[config.mk]
export PLATFORM = sky130hd
export DESIGN_NAME = alu_unit
export DESIGN_NICKNAME = d
export VERILOG_FILES = /design/src/design/alu_pkg.sv /design/src/design/alu_bcd_nibble.sv /design/src/design/alu_core.sv /design/src/design/alu_ctrl.sv /design/src/design/alu_unit.sv
export SDC_FILE = /design/constraint.sdc
export NUM_CORES = 1
export LEC_CHECK = 0
export ABC_AREA = 1
export BUFFER_PORTS_ARGS = -buffer_cell sky130_fd_sc_hd__buf_4
export CAP_MARGIN = 20
export CORE_ASPECT_RATIO = 0.7
export CORE_UTILIZATION = 55
export DETAILED_ROUTE_END_ITERATION = 8
export PLACE_DENSITY = 0.86
export SYNTH_ARGS = -nofsm -noshare
export SYNTH_HDL_FRONTEND = slang
export SYNTH_HIERARCHICAL = 1
export SYNTH_SLANG_ARGS = --single-unit
[constraint.sdc]
create_clock -name phi2 -period 6.07 [get_ports phi2]
set_clock_uncertainty 0.15 [all_clocks]
set_input_delay 0.9105 -clock phi2 [delete_from_list [all_inputs] [get_ports phi2]]
set_output_delay 0.9105 -clock phi2 [all_outputs]
set_load 0.01 [all_outputs]
[src/design/alu_pkg.sv]
package alu_pkg;

	// Operation select, shared by controller, core and testbench
	typedef enum logic [2:0] {
		op_add = 3'd0,
		op_sub = 3'd1, // B inverted into the adder
		op_and = 3'd2,
		op_or  = 3'd3,
		op_eor = 3'd4,
		op_lsr = 3'd5  // (A AND B) >> 1
	} alu_op_e;

	// Operand/result word, binary byte or two packed BCD digits
	typedef union packed {
		logic [7:0] bin;
		struct packed {
			logic [3:0] hi;
			logic [3:0] lo;
		} bcd;
	} alu_byte_u;

	// Edges from the req sampling edge until ack is seen high
	localparam int unsigned ALU_LATENCY = 3;

endpackage

[src/design/alu_bcd_nibble.sv]
`timescale 1ns/1ps

module alu_bcd_nibble (
	input  logic       add_adj,
	input  logic       sub_adj,
	input  logic [3:0] digit,
	output logic [3:0] adjusted
);

	// Same correction for both nibbles, selected by that nibble's carry
	always_comb begin
		adjusted = digit;
		if (add_adj) begin
			adjusted = digit + 4'd6; // Wraps past 15
		end else if (sub_adj) begin
			adjusted = digit - 4'd6;
		end
	end

	// Add and subtract adjust come from different decoded ops in the core
	a_adj_exclusive: assert final ($isunknown({add_adj, sub_adj}) || !(add_adj && sub_adj))
		else $error("BCD nibble asked to adjust up and down at once");

endmodule

[src/design/alu_core.sv]
`timescale 1ns/1ps

module alu_core
	import alu_pkg::*;
#(
	parameter bit DECIMAL_EN = 1'b1
) (
	input  logic      phi2,
	input  logic      rst_n,
	input  logic      start,
	input  alu_byte_u ai,
	input  alu_byte_u bi,
	input  alu_op_e   op,
	input  logic      carry_in,
	input  logic      decimal,
	output alu_byte_u core_result,
	output logic      core_carry,
	output logic      core_overflow
);

	logic [7:0] b_eff;
	logic [7:0] and_t;
	logic [7:0] or_t;
	logic [7:0] xor_t;
	logic [4:0] sum_lo;
	logic [3:0] sum_mid;
	logic [3:0] sum_bin;
	logic       dc_lo;
	logic       dc_hi;
	logic       c_hi_in;
	logic       c7;
	logic       s7;
	logic       cb7;
	logic       c7_bin;
	logic       cb7_bin;
	logic       c_lo;
	logic       c_out;
	logic       v;
	logic [7:0] sel;
	logic       dec_add;
	logic       dec_sub;

	alu_byte_u  res_q;
	logic       c_lo_q;
	logic       c_out_q;
	logic       v_q;
	logic       daa_q;
	logic       dsa_q;
	logic [3:0] adj_lo;
	logic [3:0] adj_hi;

	assign dec_add = DECIMAL_EN && decimal && (op == op_add);
	assign dec_sub = DECIMAL_EN && decimal && (op == op_sub);

	always_comb begin
		b_eff = (op == op_sub) ? ~bi.bin : bi.bin;
		and_t = ai.bin & b_eff;
		or_t  = ai.bin | b_eff;
		xor_t = ai.bin ^ b_eff;

		// Low nibble, decimal carry when the digit sum passes nine
		sum_lo  = {1'b0, ai.bin[3:0]} + {1'b0, b_eff[3:0]} + 5'(carry_in);
		dc_lo   = sum_lo > 5'd9;
		c_lo    = dec_add ? dc_lo : sum_lo[4];
		c_hi_in = c_lo; // Fast decimal carry injected into the high nibble

		// Bits 6..4 split off so the carry into bit 7 is visible
		sum_mid = {1'b0, ai.bin[6:4]} + {1'b0, b_eff[6:4]} + 4'(c_hi_in);
		c7      = sum_mid[3];
		s7      = xor_t[7] ^ c7;
		cb7     = and_t[7] | (c7 & xor_t[7]);
		dc_hi   = {cb7, s7, sum_mid[2:0]} > 5'd9;

		// Plain binary chain, overflow ignores the decimal carry
		sum_bin = {1'b0, ai.bin[6:4]} + {1'b0, b_eff[6:4]} + 4'(sum_lo[4]);
		c7_bin  = sum_bin[3];
		cb7_bin = and_t[7] | (c7_bin & xor_t[7]);

		// Flags come from the adder chain for every op
		c_out = dec_add ? dc_hi : cb7;
		v     = c7_bin ^ cb7_bin;

		case (op)
			op_add, op_sub: sel = {s7, sum_mid[2:0], sum_lo[3:0]};
			op_and:         sel = and_t;
			op_or:          sel = or_t;
			op_eor:         sel = xor_t;
			op_lsr:         sel = {1'b0, and_t[7:1]};
			default:        sel = '0;
		endcase
	end

	// Decimal mode of the op in the hold register
	always_ff @(posedge phi2) begin
		if (!rst_n) begin
			daa_q <= 1'b0;
			dsa_q <= 1'b0;
		end else if (start) begin
			daa_q <= dec_add;
			dsa_q <= dec_sub;
		end
	end

	// Adder hold, loaded the cycle after start
	always_ff @(posedge phi2) begin
		if (start) begin
			res_q.bin <= sel;
			c_lo_q    <= c_lo;
			c_out_q   <= c_out;
			v_q       <= v;
		end
	end

	// Up on decimal carry, down on borrow
	alu_bcd_nibble i_bcd_lo (
		.add_adj  (daa_q & c_lo_q),
		.sub_adj  (dsa_q & ~c_lo_q),
		.digit    (res_q.bcd.lo),
		.adjusted (adj_lo)
	);

	alu_bcd_nibble i_bcd_hi (
		.add_adj  (daa_q & c_out_q),
		.sub_adj  (dsa_q & ~c_out_q),
		.digit    (res_q.bcd.hi),
		.adjusted (adj_hi)
	);

	assign core_result.bin = {adj_hi, adj_lo};
	assign core_carry      = c_out_q;
	assign core_overflow   = v_q; // Binary overflow, also in decimal mode

	a_op_legal: assert property (@(posedge phi2) disable iff (!rst_n)
		start |-> op inside {op_add, op_sub, op_and, op_or, op_eor, op_lsr})
		else $error("Undefined ALU op issued");

endmodule

[src/design/alu_ctrl.sv]
`timescale 1ns/1ps

module alu_ctrl
	import alu_pkg::*;
(
	input  logic       phi2,
	input  logic       rst_n,
	input  logic       req,
	output logic       ack,
	input  alu_op_e    op_in,
	input  logic       use_acc,
	input  logic       carry_in_in,
	input  logic       decimal_in,
	input  logic [7:0] a,
	input  logic [7:0] b,
	output alu_byte_u  ai,
	output alu_byte_u  bi,
	output alu_op_e    op,
	output logic       carry_in,
	output logic       decimal,
	output logic       start,
	input  alu_byte_u  core_result,
	input  logic       core_carry,
	input  logic       core_overflow,
	output logic [7:0] result,
	output logic       carry_out,
	output logic       overflow
);

	localparam logic [1:0] st_idle    = 2'd0;
	localparam logic [1:0] st_compute = 2'd1; // Core loads its hold register
	localparam logic [1:0] st_hold    = 2'd2; // BCD correction settles
	localparam logic [1:0] st_ack     = 2'd3;

	logic [1:0] state;
	logic [7:0] acc;
	logic       take;

	assign take = (state == st_idle) && req;

	always_ff @(posedge phi2) begin
		if (!rst_n) begin
			state     <= st_idle;
			start     <= 1'b0;
			ack       <= 1'b0;
			acc       <= '0;
			carry_out <= 1'b0;
			overflow  <= 1'b0;
		end else begin
			start <= 1'b0;
			case (state)
				st_idle: begin
					if (req) begin
						state <= st_compute;
						start <= 1'b1;
					end
				end
				st_compute: state <= st_hold;
				st_hold: begin
					state     <= st_ack;
					ack       <= 1'b1;
					acc       <= core_result.bin; // Write back
					carry_out <= core_carry;
					overflow  <= core_overflow;
				end
				default: begin
					// Hold everything until the requester lets go
					if (!req) begin
						state <= st_idle;
						ack   <= 1'b0;
					end
				end
			endcase
		end
	end

	// Operand and control capture on the sampling edge
	always_ff @(posedge phi2) begin
		if (take) begin
			ai.bin   <= use_acc ? acc : a;
			bi.bin   <= b;
			op       <= op_in;
			carry_in <= carry_in_in;
			decimal  <= decimal_in;
		end
	end

	assign result = acc; // Accumulator doubles as result register

	a_ack_after_req: assert property (@(posedge phi2) disable iff (!rst_n)
		$rose(ack) |-> $past(req) && $past(req, ALU_LATENCY))
		else $error("ack raised without a held request");

	a_ack_release: assert property (@(posedge phi2) disable iff (!rst_n)
		ack && !req |=> !ack)
		else $error("ack still high after req fell");

endmodule

[src/design/alu_unit.sv]
`timescale 1ns/1ps

module alu_unit
	import alu_pkg::*;
#(
	parameter bit DECIMAL_EN = 1'b1
) (
	input  logic       phi2,
	input  logic       rst_n,
	input  logic       req,
	output logic       ack,
	input  alu_op_e    op,
	input  logic       use_acc,
	input  logic       carry_in,
	input  logic       decimal,
	input  logic [7:0] a,
	input  logic [7:0] b,
	output logic [7:0] result,
	output logic       carry_out,
	output logic       overflow
);

	alu_byte_u core_ai;
	alu_byte_u core_bi;
	alu_op_e   core_op;
	logic      core_carry_in;
	logic      core_decimal;
	logic      start;
	alu_byte_u core_result;
	logic      core_carry;
	logic      core_overflow;

	alu_ctrl i_ctrl (
		.phi2          (phi2),
		.rst_n         (rst_n),
		.req           (req),
		.ack           (ack),
		.op_in         (op),
		.use_acc       (use_acc),
		.carry_in_in   (carry_in),
		.decimal_in    (decimal),
		.a             (a),
		.b             (b),
		.ai            (core_ai),
		.bi            (core_bi),
		.op            (core_op),
		.carry_in      (core_carry_in),
		.decimal       (core_decimal),
		.start         (start),
		.core_result   (core_result),
		.core_carry    (core_carry),
		.core_overflow (core_overflow),
		.result        (result),
		.carry_out     (carry_out),
		.overflow      (overflow)
	);

	alu_core #(
		.DECIMAL_EN (DECIMAL_EN)
	) i_core (
		.phi2          (phi2),
		.rst_n         (rst_n),
		.start         (start),
		.ai            (core_ai),
		.bi            (core_bi),
		.op            (core_op),
		.carry_in      (core_carry_in),
		.decimal       (core_decimal),
		.core_result   (core_result),
		.core_carry    (core_carry),
		.core_overflow (core_overflow)
	);

endmodule

Yosys cells after proc, flatten, opt, wreduce, memory -nomap -nowiden
Cells that the tools add are included.

Bits in registers: 48. Bits of input ports: 25. Output and inout port bits: 11. Word-level logic and storage cells: 80.

$add $sub $neg: 9. $lt $le $gt $ge: 2. Eq/ne operators: 10. Muxes and demuxes: 15. Bitwise gates (word level): 17. Reductions and logical operators: 10.

Operators by type and width (count): $pmux W8 S5 (1); $mux W4 (4); $mux W8 (2); $gt A5 B4 Y1 const B (2); $add A4 B1 Y4 (2); $add A4 B3 Y4 const B (2); $and A8 B8 Y8 (1); $not A8 Y8 (1); $or A8 B8 Y8 (1); $sub A4 B3 Y4 const B (2); $xor A8 B8 Y8 (1); $and A1 B1 Y1 (6); $eq A3 B2 Y1 const B (2); $eq A3 B3 Y1 const B (2); $pmux W2 S3 (1); $reduce_and A2 Y1 (3); $add A4 B4 Y5 (1); $add A5 B1 Y5 (1); $add A3 B3 Y4 (1); $mux W1 (4); $mux W2 (2); $ne A4 B1 Y1 const B (1); $reduce_or A2 Y1 (2); $eq A3 B1 Y1 const B (1); other kinds (11) (17).

Longest topological paths before layout
Gate-level depths: netlist of the first run.

Depth after elaboration: 11. Gate-level depth with buffers: 18. Mapped depth without buffers: 18.

Cells and area by module
Netlist of the first run, hierarchy kept.

Modules (own cells, without submodules): alu_core (times used 1, cells each 174, area each 1376.3 um2, seq. area each 370.4 um2); alu_ctrl (times used 1, cells each 108, area each 1368.8 um2, seq. area each 910.9 um2); alu_bcd_nibble (times used 2, cells each 21, area each 117.6 um2, seq. area each 0.0 um2).

Worst setup path before layout of the first run
OpenSTA, ideal clock, no wires.

Kind: register to register. Start point: register i_ctrl.op[1]. End point: register i_core.c_out_q, in the netlist i_core/core_carry (data pin). Library setup time: 258 ps. Arrival: 3283 ps. Data required time: 5662 ps. Slack: 2379 ps. Stages on the path, launching flop included: 18. Path buffers: 0. Period minus slack after synthesis: 3691 ps. Cell sequence: edfxtp_1 nor2_8 nand2_8 xnor2_1 inv_1 fa_1 fa_1 xor2_1 a21oi_1 nand2_1 nand3_1 ha_1 nand2_1 xor2_1 fa_1 nor2_1 o21ai_0 nand2_1.

Cells in the longest elaborated chain, start to end: 11. Elaborated cells between the ends (all ways): 17. Those cells by class: 4 x add/sub; 2 x order compare; 1 x eq/ne; 3 x mux; 5 x bitwise; 2 x reduce/logical.

Ends and longest elaborated chain: start: declaration (RTL line alu_ctrl.sv:18) `output alu_op_e op,`; start signal: assignment (RTL line alu_ctrl.sv:82) `op <= op_in;`; $eq A3 B1 Y1 (RTL line alu_core.sv:56) `b_eff = (op == op_sub) ? ~bi.bin : bi.bin;`; $mux W8 (RTL line alu_core.sv:56); $add A4 B4 Y5 (RTL line alu_core.sv:62) `sum_lo = {1'b0, ai.bin[3:0]} + {1'b0, b_eff[3:0]} + 5'(carry_in);`; $add A5 B1 Y5 (RTL line alu_core.sv:62); $gt A5 B4 Y1 (RTL line alu_core.sv:63) `dc_lo = sum_lo > 5'd9;`; $mux W1 (*) (RTL line alu_core.sv:64) `c_lo = dec_add ? dc_lo : sum_lo[4];`; via i_core.c_hi_in (RTL line alu_core.sv:30) `logic c_hi_in;`; $add A4 B1 Y4 (*) (RTL line alu_core.sv:68) `sum_mid = {1'b0, ai.bin[6:4]} + {1'b0, b_eff[6:4]} + 4'(c_hi_in);`; $and A1 B1 Y1 (RTL line alu_core.sv:71) `cb7 = and_t[7] | (c7 & xor_t[7]);`; $or A1 B1 Y1 (RTL line alu_core.sv:71); $gt A5 B4 Y1 (RTL line alu_core.sv:72) `dc_hi = {cb7, s7, sum_mid[2:0]} > 5'd9;`; $mux W1 (*) (RTL line alu_core.sv:80) `c_out = dec_add ? dc_hi : cb7;`; via i_core.c_out (RTL line alu_core.sv:37) `logic c_out;`; end signal: assignment (RTL line alu_core.sv:109) `c_out_q <= c_out;`; end: declaration (RTL line alu_core.sv:45) `logic c_out_q;`.

The timed path passes the listed nets; every way through them passes the cells marked *. A chain may end at the register's enable or synchronous reset.

Worst setup path after layout of the first run
Start point: register i_ctrl.op[1]. End point: register i_core/res_q[7] (netlist bit) (data pin).

Cells in the longest elaborated chain, start to end: 9. Elaborated cells between the ends (all ways): 20. Those cells by class: 4 x add/sub; 1 x order compare; 5 x eq/ne; 3 x mux; 4 x bitwise; 3 x reduce/logical.

Ends and longest elaborated chain: $eq A3 B1 Y1 (RTL line alu_core.sv:56); $mux W8 (RTL line alu_core.sv:56); $add A4 B4 Y5 (RTL line alu_core.sv:62); $add A5 B1 Y5 (RTL line alu_core.sv:62); $gt A5 B4 Y1 (RTL line alu_core.sv:63); $mux W1 (*) (RTL line alu_core.sv:64); via i_core.c_hi_in (RTL line alu_core.sv:30); $add A4 B1 Y4 (*) (RTL line alu_core.sv:68); $xor A1 B1 Y1 (*) (RTL line alu_core.sv:70) `s7 = xor_t[7] ^ c7;`; $pmux W8 S5 (*) (RTL line alu_core.sv:83) `case (op)`; via i_core.sel[7] (RTL line alu_core.sv:39) `logic [7:0] sel;`; end: declaration (RTL line alu_core.sv:43) `alu_byte_u res_q;`.

Marked as above.

==> summary.md, run 1 <==
The total net switching power was 0.606 mW; the starting density of the core was 57.0%. The number of vias per cell after detailed routing is 5.35. For this design, the sink count on the clock tree is 48.

Sorting the synthesized cells by area gives the leading types as sky130_fd_sc_hd__edfxtp_1 32%, sky130_fd_sc_hd__ha_1 12%, sky130_fd_sc_hd__dfxtp_1 11%. The detail route stage leaves a number of antenna-violating nets equal to 0. The initial antenna violation count was 0; the final-layout setup total negative slack was 0 ns. For the worst-skew pair, the clock arrives at the later sink with an insertion delay of 0.30 ns.

Hold is met by 0.331 ns. After filler insertion, the fill cell instance count of the layout stands at 433. Summing all multi-input logic gate instances after layout gives 1450 sq um. Buffers added to address setup during post-CTS repair amount to 0. The compound-cell area share of the yosys netlist was 7.72%.

The pin count of the biggest net entering global routing is 22, and the fmax is 246 MHz. Setup violations remaining at the end of the flow were counted as 0. The final count of pins violating max slew was 0. Summed over all layers, the global routing overflow is 0. 0 antenna diodes ended up in the layout. The tree is rooted in a sky130_fd_sc_hd__clkbuf_8. The cell area reported after detailed placement was 3290 sq um. The worst setup path is captured at a flop. For this run, design rule violations remaining after detail routing come to 0.

The synthesized area came out at 2980 sq um. The xor and xnor area share after synthesis is 4.11%. No sink is reached through more buffers than the 2 on the longest clock path. The tools report the clock network fraction of total power as 15.2%. The wire length after detailed routing was 6.34 mm; the required time of the critical path was 6.04 ns. The count of final hold-check violations was 0; the mux share of post-synthesis cell area was 4.03%.

The synthesized netlist cell count is 324. The tools report the number of H-tree levels as 2. Once layout is complete, the cells apart from fillers number 434. After legalization and detailed placement, the total HPWL measured 5.00 mm. Combinational logic is responsible for 47.4% of the overall power.

Kind of start point of the critical path: a flop. The path category of the worst min-delay check was reg2reg. The logs give 1.45 mW for the power consumption and 0 for the max capacitance violation total. The first global-routing pass estimated 10.5 mm of wire.

The pin slew with the least headroom to its limit came out at 0.858 ns. The worst path uses 67.0% of the clock period. The overall track demand over capacity in global routing is 23.6%, and the least setup slack across all paths after layout is 2.00 ns.

In this run the horizontal extent of the chip is 90.0 microns. The worst setup path is of the reg2reg kind. The logs give 0 for the number of instances resized during post-cts repair and 65.1% for the final standard cell utilization of the core. Worst ir drop on vdd: 0.210 mV. The most used cell along the critical path is sky130_fd_sc_hd__fa_1. The floorplan die area was 5720 sq um; the synthesized-area fraction occupied by and/or/nand/nor cells was 18.2%. Net switching is 41.8% of the power.

The run finished with clean final reports. TritonCTS created 5 clock buffers. Average detailed-routed wire length per instance: 14.6 microns.

After synthesis, the largest family of logic cells by area is simple AND/OR/NAND/NOR gates. The biggest area consumer among synthesized cells is sky130_fd_sc_hd__edfxtp_1. Sequential cells were found to cover 43.0% of the synthesized design area.

The area taken by flip-flops and latches was 1280 sq um; the die height was 63.6 microns. The run gives 0.957 as the last weighted congestion value of the routability-driven placer. The synthesized netlist devotes 14.4% of its cell area to adder and majority cells. The critical path goes through nor2_8, nand2_8, xnor2_1, inv_1, fa_1, fa_1, xor2_1, a21oi_1, nand2_1, nand3_1, ha_1, nand2_1, xor2_1, fa_1, o21ai_0.

Cells with a size suffix above 1 make up 18.0% of the layout. In this run the worst path has a maximum fanout of 9. Measured against its own limit, the worst slew margin works out to 42.8%. The post-synthesis to final-layout area growth works out to 14.2%. The sequential cell fraction of total power is 37.4%. Internal power comes to 0.845 mW.

The Yosys step of the flow raised 6 warnings. The count of unique library cells instantiated by Yosys was 32. The longest individual stage delay on the worst path came out at 0.52 ns. TritonCTS built the clock tree. Cell family with the largest share of critical-path delay: adder cells. Hold repair after CTS inserted 0 buffers. Standard cell with the maximum stage delay on the critical path: sky130_fd_sc_hd__edfxtp_1. The number of buffers and inverters on the critical path works out to 1. The core region area is 5230 sq um, and the via count of the first global-routing pass is 2211.

After synthesis, the largest area contributor takes up 32.2% of total cell area. The number of detailed-route iterations in the first pass was 6; the power per unit of standard cell area was 426 nW/um^2. The routed layout has 2321 vias. Setup repair after global routing left no endpoint under its margin.

Counting tap cells, the placed design contains a total of 426 instances. STA puts the critical path data arrival time at 4.04 ns. Post-synthesis sequential element count: 48. Prior to clock tree synthesis, the placed netlist has a worst setup slack of 2.01 ns. The number of design-rule violations left by the first detailed-router iteration is 180. Pin placement for this block handled 36 I/O pins. The run gives 3400 sq um as the total non-filler cell area in the finished layout.

When the netlist entered floorplanning its net count stood at 381. The run gives 418 as the number of nets in the final layout. The floorplan row count is 22, and the per-instance average area after synthesis is 9.20 sq um. The count of buffers added on input and output ports is 35. After clock tree synthesis, the clock-pin slew on the worst setup and hold paths is 0.09 ns. The post-layout minimum cycle time came out at 4.07 ns.

For this design the static power due to leakage is 1.60 nW.
## final cells by class
cell class | count | area share [%]
multi-input combinational | 214 | 42.5
sequential | 48 | 37.6
timing repair buffer | 35 | 7.72
inverter | 57 | 6.28
clock buffer | 6 | 2.76
tap | 72 | 2.65
clock inverter | 2 | 0.478
## cell families (layout without fill, tap and decap cells)
group,count (synthesis),count (layout)
AND/OR/NAND/NOR,118,118
buffers and inverters,62,100
flip-flops,48,48
AO/OA/AOI/OAI,42,42
adder cells (fa/ha/maj),32,32
XOR/XNOR,14,14
multiplexers,8,8
## power by group through the flow
stage / combinational, mW / clock, mW / sequential [mW]
3_3_place_gp: 0.644 / 0 / 0.545
3_5_place_dp: 0.668 / 0 / 0.550
5_1_grt: 0.769 / 0.235 / 0.555
6_report: 0.687 / 0.221 / 0.543
4_1_cts: 0.672 / 0.223 / 0.543
2_1_floorplan: 0.474 / 0 / 0.538
## tightest hold or removal path: stages (launching register included)
cell	delay, ns
sky130_fd_sc_hd__dfxtp_1	0.33
sky130_fd_sc_hd__nand2_1	0.06
sky130_fd_sc_hd__a21oi_1	0.05
## Yosys cell counts
cell type                    n
sky130_fd_sc_hd__o22ai_1     1
sky130_fd_sc_hd__o211ai_1    2
sky130_fd_sc_hd__buf_4       3
sky130_fd_sc_hd__nand3b_1    1
sky130_fd_sc_hd__nand2_8     1
sky130_fd_sc_hd__edfxtp_1   32
sky130_fd_sc_hd__inv_2       7
sky130_fd_sc_hd__buf_2       1
sky130_fd_sc_hd__fa_1        4
sky130_fd_sc_hd__o21bai_1    1
sky130_fd_sc_hd__nand3_2     2
sky130_fd_sc_hd__nand2_2     1
sky130_fd_sc_hd__o2bb2ai_1   1
sky130_fd_sc_hd__buf_6       1
sky130_fd_sc_hd__nor2_2      1
sky130_fd_sc_hd__o2111ai_1   2
sky130_fd_sc_hd__dfxtp_1    16
sky130_fd_sc_hd__or2_0       2
sky130_fd_sc_hd__ha_1       28
sky130_fd_sc_hd__xor2_1      6
sky130_fd_sc_hd__nand3_1    25
sky130_fd_sc_hd__nand2_4     1
sky130_fd_sc_hd__xnor2_1     8
sky130_fd_sc_hd__inv_1      50
sky130_fd_sc_hd__nand2_1    46
sky130_fd_sc_hd__nand4_1     1
sky130_fd_sc_hd__nor2_8      1
sky130_fd_sc_hd__o21ai_0    20
sky130_fd_sc_hd__nor2_1     36
sky130_fd_sc_hd__a21oi_1    13
sky130_fd_sc_hd__mux2_4      8
sky130_fd_sc_hd__o21ai_1     2
## placed cells by master, fill, tap and decap left out, drive strengths merged, types with 2 or more instances in the layout
master   count
inv         58
nand2       49
nor2        38
buf         35
edfxtp      32
ha          28
nand3       27
o21ai       22
dfxtp       16
a21oi       13
xnor2        8
mux2         8
xor2         6
clkbuf       6
fa           4
or2          2
o2111ai      2
o211ai       2
## worst paths after layout
| kind | slack, ns | start | end | cells after the start |
|---|---|---|---|---|
| worst max-delay path | 2.00 | i_ctrl/op[1] | i_core/res_q[7] | 15 |
| worst min-delay path | 0.33 | i_ctrl/ack | i_ctrl/ack | 2 |
| worst max register to register | 2.00 | i_ctrl/op[1] | i_core/res_q[7] | 15 |
| worst min register to register | 0.33 | i_ctrl/ack | i_ctrl/ack | 2 |
## registers in the layout (all words and copies together) (netlist names), 2 cells and up
signal,cells
i_ctrl/ai,8
i_ctrl/result,8
i_ctrl/state,2
i_core/res_q,8
i_ctrl/op,3
i_ctrl/bi,8
## per-layer routing
layer,vias up,wire [microns],global-route usage [%]
met3,11,460,3.99
met1,1089,2950,34.3
met5,-,0,0
li1,1123,-,-
met2,98,2780,36.2
met4,0,142,7.66
No activity file was read; power rests on OpenSTA's default activity.
==> run 2: changes to the inputs <==
--- a/config.mk
+++ b/config.mk
@@ -9,9 +9,9 @@
 export BUFFER_PORTS_ARGS = -buffer_cell sky130_fd_sc_hd__buf_4
 export CAP_MARGIN = 20
 export CORE_ASPECT_RATIO = 0.7
-export CORE_UTILIZATION = 55
+export CORE_UTILIZATION = 53
 export DETAILED_ROUTE_END_ITERATION = 8
-export PLACE_DENSITY = 0.86
+export PLACE_DENSITY = 0.87
 export SYNTH_ARGS = -nofsm -noshare
 export SYNTH_HDL_FRONTEND = slang
 export SYNTH_HIERARCHICAL = 1
==> constraint.sdc (replaced) <==
create_clock -name phi2 -period 3.3 [get_ports phi2]
set_clock_uncertainty 0.15 [all_clocks]
set_input_delay 0.495 -clock phi2 [delete_from_list [all_inputs] [get_ports phi2]]
set_output_delay 0.495 -clock phi2 [all_outputs]
set_load 0.01 [all_outputs]
==> run 2 against run 1 <==
The flow now finishes with violations (setup timing). Design area is 6.7% higher. Die area increased by 3.7%. Clock power up 84%.
==> summary.md, run 2 (synthesis gave the netlist of run 1 again) <==
Final-layout setup total negative slack: -0.959 ns. The number of buffers created by CTS came out at 5. Power per unit of standard cell area: 827 nW/um^2. In the layout the commonest cells are 52 x sky130_fd_sc_hd__buf_4, 49 x sky130_fd_sc_hd__inv_1, 45 x sky130_fd_sc_hd__nand2_1, 36 x sky130_fd_sc_hd__nor2_1, 32 x sky130_fd_sc_hd__edfxtp_1. Kind of start point of the critical path: a flop. Derived from the worst setup path, the maximum achievable clock frequency is 266 MHz. The die height was 64.7 microns. The least setup slack across all paths after layout was -0.461 ns. The critical path in this run is classified as reg2reg. Once placement completed, the tool counted placed cells totaling 440.

The count of final hold-check violations is 0. The logs give 4 for the number of endpoints failing setup at the final stage and 22 for the floorplan row count. Cell family with the largest share of critical-path delay: adder cells. For this run, the share of the core covered by cells in the final layout is 68.0%.

The pin slew with the least headroom to its limit was 0.912 ns. The slowest stage of the critical path belongs to the cell sky130_fd_sc_hd__fa_1. The clock transition time at the flip-flop clock pins of the worst setup and hold paths was 0.09 ns; the top fanout value on the critical path was 2.

The leakage component of the power is 1.72 nW. The min-delay analysis places its worst path in the category in2reg. The count of fill cells added during filler insertion came out at 402. The tools report the initial antenna violation count as 0.

The die covers 5930 sq um. The tools report the post-route worst hold slack as 0.213 ns. TritonCTS built the clock tree. The final reports fail on setup timing. The worst setup path is captured at a flop. The count of nets left with antenna violations once routing finished came out at 0. The width of the die is 91.6 microns.

At the worst endpoint, the required time is 3.21 ns. Leaving out fill and tap cells, the most frequent cell in the layout is sky130_fd_sc_hd__buf_4. In this run the register-to-register setup slack is -0.46 ns. For this design, the CTS-stage hold fixing added 0 buffers. The overall track demand over capacity in global routing came out at 25.0%. The logs give 11.0 mm for the global-route wire length before repair and 0 for the final count of pins violating max slew. The post-synthesis to final-layout area growth works out to 21.8%. The part of the cycle the worst path needs came out at 114%. The total non-filler cell area in the finished layout came out at 3630 sq um. Measured against its own limit, the worst slew margin works out to 39.1%. The number of buffers and inverters on the critical path was 1; the number of vias per cell after detailed routing was 5.32. Summed over all layers, the routed wires come to 7.13 mm. The number of antenna diodes in the final layout is 0.

The power consumption was 3.00 mW. The worst ir drop on vdd came out at 0.455 mV. After layout, the minimum clock period comes to 3.76 ns. The signal on the critical path passes through nor2_8, nand2_8, xnor2_4, inv_2, fa_2, fa_2, xor2_2, a21oi_1, nand2_1, nand3_2, ha_4, nand2_2, xor2_2, fa_1, nor2_1, o21ai_1, nand2_1. The run gives 5.23 mm as the final HPWL from detailed placement. The critical path arrival was 3.67 ns; the number of H-tree levels was 2. Summed over all layers, the global routing overflow is 0.

The max capacitance violation total is 0, and the core region area is 5340 sq um. The ratio of cells with drive above 1 in the final layout is 25.1%. The tree built by TritonCTS fans out to 48 sinks. The run gives 5 as the number of detailed-route iterations in the first pass. In the final routed layout, each cell accounts on average for 15.8 microns. The clock latency reported for the late side of the worst-skew pair is 0.30 ns, and the number of input and output port buffers inserted is 35. Last weighted congestion value of the routability-driven placer: 0.947. The flow ran to the end, but the final reports show violations. The finished layout holds 451 standard cells, fillers aside.

Root buffer cell: sky130_fd_sc_hd__clkbuf_8. The via count of the first global-routing pass is 2295. Summing over every cut layer, the via total after detailed routing is 2398. The number of design-rule violations left by the first detailed-router iteration came out at 267. The starting density of the core was 55.8%; the cell area reported after detailed placement was 3410 sq um.

The number of buffers between clock root and the deepest sink came out at 2. In this run the count of I/O pins placed on the die edge is 36. Entering global routing, the biggest net connects 22 pins.

In this design, the stage delay of the slowest critical-path cell is 0.53 ns. The number of nets in the final layout came out at 435. Setup repair after global routing could not meet its margin everywhere.

For this run, design rule violations remaining after detail routing come to 0. The run gives -0.394 ns as the post-placement worst setup slack.
-- run 2: cell count changes in the layout (fill, tap and decap cells not counted), moves of 2 or more --
cell,delta
sky130_fd_sc_hd__xor2_1,-2
sky130_fd_sc_hd__xnor2_4,+2
sky130_fd_sc_hd__o21ai_0,-2
sky130_fd_sc_hd__fa_2,+2
sky130_fd_sc_hd__ha_4,+2
sky130_fd_sc_hd__ha_1,-3
sky130_fd_sc_hd__xnor2_1,-3
sky130_fd_sc_hd__o21ai_1,+2
sky130_fd_sc_hd__fa_1,-2
sky130_fd_sc_hd__buf_4,+17
sky130_fd_sc_hd__xor2_2,+2
-- run 2: per-layer routing --
metal | up-vias | track usage [%] | share of wire, %
met5 | - | 0 | 0
met4 | 0 | 9.52 | 2.2
met3 | 20 | 6.22 | 9.1
met2 | 125 | 40.4 | 46
met1 | 1092 | 32.6 | 42
li1 | 1161 | - | -
-- run 2: final timing paths --
| kind | from | endpoint | depth (start not counted) |
|---|---|---|---|
| setup / recovery | i_ctrl/op[1] | i_core/core_carry | 17 |
| hold / removal | op[0] | i_ctrl/op[0] | 1 |
| setup reg to reg | i_ctrl/op[1] | i_core/core_carry | 17 |
| hold reg to reg | i_ctrl/ack | i_ctrl/ack | 2 |
-- run 2: final cells by class --
cell class | count | area [sq um] | area share [%]
Clock buffer | 6 | 93.8 | 2.58
Clock inverter | 2 | 15.0 | 0.414
Inverter | 57 | 214 | 5.89
Multi-Input combinational cell | 214 | 1550 | 42.6
Sequential cell | 48 | 1280 | 35.3
Tap cell | 72 | 90.1 | 2.48
Timing Repair Buffer | 52 | 390 | 10.8
-- run 2: power breakdown --
| group | switching, mW | total [mW] | leakage [nW] | internal [mW] |
|---|---|---|---|---|
| registers | 0.132 | 1.00 | 0.435 | 0.869 |
| clock network | 0.209 | 0.407 | 0.0573 | 0.199 |
| logic | 0.919 | 1.59 | 1.22 | 0.676 |
| total | 1.26 | 3.00 | 1.72 | 1.74 |
-- run 2: timing repair --
item,4_1_cts,5_1_grt
resized for setup,6,9
endpoints found under the setup margin,4,4
setup buffers,3,0
pin swaps,1,3
cloned,0,0
hold endpoints to repair,0,0
-- run 2: worst reg2reg max path, cell delays in order (launching register included) --
cell	delay, ns
sky130_fd_sc_hd__edfxtp_1	0.49
sky130_fd_sc_hd__nor2_8	0.16
sky130_fd_sc_hd__nand2_8	0.07
sky130_fd_sc_hd__xnor2_4	0.15
sky130_fd_sc_hd__inv_2	0.07
sky130_fd_sc_hd__fa_2	0.35
sky130_fd_sc_hd__fa_2	0.38
sky130_fd_sc_hd__xor2_2	0.20
sky130_fd_sc_hd__a21oi_1	0.20
sky130_fd_sc_hd__nand2_1	0.10
sky130_fd_sc_hd__nand3_2	0.10
sky130_fd_sc_hd__ha_4	0.15
sky130_fd_sc_hd__nand2_2	0.06
sky130_fd_sc_hd__xor2_2	0.15
sky130_fd_sc_hd__fa_1	0.53
sky130_fd_sc_hd__nor2_1	0.07
sky130_fd_sc_hd__o21ai_1	0.08
sky130_fd_sc_hd__nand2_1	0.06
==> run 3: changes to the inputs <==
--- a/config.mk
+++ b/config.mk
@@ -9,9 +9,9 @@
 export BUFFER_PORTS_ARGS = -buffer_cell sky130_fd_sc_hd__buf_4
 export CAP_MARGIN = 20
 export CORE_ASPECT_RATIO = 0.7
-export CORE_UTILIZATION = 53
+export CORE_UTILIZATION = 43
 export DETAILED_ROUTE_END_ITERATION = 8
-export PLACE_DENSITY = 0.87
+export PLACE_DENSITY = 0.74
 export SYNTH_ARGS = -nofsm -noshare
 export SYNTH_HDL_FRONTEND = slang
 export SYNTH_HIERARCHICAL = 1
==> run 3 against run 2 <==
Clock power is 16% lower. Sequential cell count stayed put. The flow still finishes with violations (setup timing). Final cell count is 3.8% higher. Hold slack worse by 0.0015 ns. Die area is 23% higher. Sequential power hardly changed. Register-to-register slack better by 0.10 ns. Critical path depth stayed put. Sequential share of layout area is 0.18 points lower. Largest power group unchanged. Critical path type unchanged.
==> summary.md, run 3 (synthesis gave the netlist of run 1 again) <==
In the layout the commonest cells are 50 x sky130_fd_sc_hd__buf_4, 49 x sky130_fd_sc_hd__inv_1, 43 x sky130_fd_sc_hd__nand2_1, 36 x sky130_fd_sc_hd__nor2_1, 32 x sky130_fd_sc_hd__edfxtp_1. Dividing the detail-routed wire length by the instance count gives 14.7 microns. STA puts the critical path data required time at 3.22 ns. In the final layout, flip-flops and latches occupy 1280 sq um. The tightest slew margin relative to the limit came out at 43.0%.

The max capacitance violation total is 0. STA classifies the critical path endpoint as a flop. The flow ran to the end, but the final reports show violations. The floorplan row count was 24. The standard cell with the maximum stage delay on the critical path was sky130_fd_sc_hd__fa_1. The endpoint identified for the worst register-to-register timing path is i_core/core_carry.

The commonest non-fill, non-tap cell in the layout is sky130_fd_sc_hd__buf_4. Kind of start point of the critical path: a flop. The least setup slack across all paths after layout came out at -0.356 ns. In this run, the number of DRC markers left after iteration 0 of detailed routing was 168. The width of the die came out at 102 microns. For the residual overflow from global routing, the log shows 0.

The layout has 534 filler cells. The tools report the capture point of the worst path as i_core/core_carry. The last weighted congestion value of the routability-driven placer is 0.874, and the critical path arrival is 3.58 ns.

TritonCTS built the clock tree. In this run the worst path has a maximum fanout of 2. The tools report the number of top-level design ports as 36.

Traced cell by cell, the critical path runs through nor2_8, nand2_8, xnor2_4, inv_2, fa_2, fa_2, xor2_2, a21oi_1, nand2_1, nand3_2, ha_4, nand2_2, xor2_1, fa_1, nor2_1, o21ai_1, nand2_1. Across every metal layer, demand over resource in global routing totals 20.4%. The die covers 7270 sq um. The clock passes through at most 2 buffers. For the number of detailed-route iterations in the first pass, the log shows 7. The via count of the first global-routing pass was 2248; the power per unit of standard cell area was 803 nW/um^2. The design draws 2.93 mW. The final count of pins violating max slew came out at 0.

The classification of the worst setup path is reg2reg. For the initial antenna violation count, the log shows 0. Setup repair after global routing could not meet its margin everywhere.

Across all hold checks on the routed design, the worst slack comes to 0.211 ns. In the final layout, the share of cells above drive strength 1 is 25.5%. The logs give 0 for the number of nets with antenna violations after routing and 0.378 mV for the worst ir drop on vdd. From synthesis to final layout, the design area changed by 22.5%. The tree is rooted in a sky130_fd_sc_hd__clkbuf_8.

The checks that failed: setup timing. The repair_antennas step left the layout with diodes totalling 0. Setup slack on the worst reg-to-reg path comes out at -0.36 ns. Clock latency on the worst-skew pair, taken at its later pin, is 0.30 ns. The first global-routing pass estimated 11.0 mm of wire. After detailed routing, the number of remaining DRC violations is 0. Entering global routing, the biggest net connects 22 pins. The area occupied by multi-input gates was 1580 sq um; the wire length after detailed routing was 6.88 mm. In this run the tool buffered the top-level ports with 35 buffer cells. Worst setup path startpoint: i_ctrl/op[1]. The run gives 5 as the number of buffers created by CTS. The tools report the vias after detailed routing as 2332. In this run the critical register-to-register path is launched from i_ctrl/op[1]. After layout, the worst path uses 111% of the clock period. The count of final hold-check violations is 0. Setup violations remaining at the end of the flow were counted as 2.

For this run, the slowest stage of the critical path takes 0.52 ns. For the worst flop-to-flop path, the logic depth is 17. Using the TritonRoute via totals, the vias-per-cell ratio works out to 4.98. For this design, the CTS-stage hold fixing added 0 buffers. The wire-length estimate of the detail-placed layout is 5.13 mm. In this run the static leakage power is 1.71 nW. The clock net in this run drives a total of 48 sinks. The net count of the finished layout is 433. Clock-pin slew was measured on the worst setup and hold paths at 0.09 ns. The starting density of the core is 46.2%, and the post-layout minimum cycle time is 3.66 ns.

For this run, the top clock speed supported by timing is 274 MHz. The H-tree was split into 2 levels. The die height was 71.7 microns; the core region area was 6460 sq um. For the pin with the worst max-slew slack, the measured transition is 0.854 ns. The tightest min-delay check is of the in2reg type.
-- run 3: how the worst min path moves through the flow --
stage / cells past startpoint / slack (ns) / startpoint / end
after floorplan: 2 / 0.30 / i_core/core_overflow / i_ctrl/overflow
after global placement: 2 / 0.31 / i_core/core_overflow / i_ctrl/overflow
after detailed placement: 2 / 0.32 / i_ctrl/ack / i_ctrl/ack
after CTS: 1 / 0.20 / b[6] / i_ctrl/bi[6]
after global routing: 1 / 0.18 / op[1] / i_ctrl/op[1]
final: 1 / 0.21 / b[0] / i_ctrl/bi[0]
-- run 3: stage by stage --
| step | instance area [sq um] | setup TNS (ns) | std cells | utilization (%) | worst slack (ns) |
|---|---|---|---|---|---|
| 4_1_cts | 3550 | -0.475 | 468 | 54.9 | -0.271 |
| 5_1_grt | 3650 | -1.13 | 468 | 56.5 | -0.531 |
| 2_1_floorplan | 2990 | -0.385 | 324 | - | -0.230 |
| 3_3_place_gp | 3430 | -0.306 | 458 | 53.1 | -0.197 |
| 3_5_place_dp | 3430 | -0.481 | 458 | 53.1 | -0.284 |
| 6_report | 3650 | -0.585 | 468 | 56.5 | -0.356 |
-- run 3: worst max-delay path, delay by kind of cell, from the launching register on --
family | cells | cell delay, ns
AOI/OAI and AO/OA | 2 | 0.21
and+or+nand+nor | 7 | 0.62
adders and majority gates | 4 | 1.41
buffers and inverters | 1 | 0.06
xor gates and xnor gates | 3 | 0.49
DFF | 1 | 0.48
-- run 3: repair_timing --
action,CTS,global route
setup endpoints to repair,2,4
pin swaps,0,5
gates cloned,0,0
setup buffers,2,0
gates resized for setup,5,17
-- run 3: layout make-up --
class	instances	area share (%)
clock buffers	7	2.09
clock inverters	1	0.137
inverters	57	5.86
multi-input cells	214	43.4
flip-flops and latches	48	35.1
well taps	91	3.12
repair buffers	50	10.3
-- run 3: routing by layer --
| metal | GRT usage, % | wire length [microns] |
|---|---|---|
| met5 | 0 | 0 |
| met4 | 6.44 | 96 |
| met2 | 30.0 | 3070 |
| met3 | 5.27 | 319 |
| met1 | 29.2 | 3390 |
-- run 3: power by group --
part	switching [mW]	internal [mW]
logic	0.899	0.693
clock network	0.192	0.149
registers	0.129	0.868
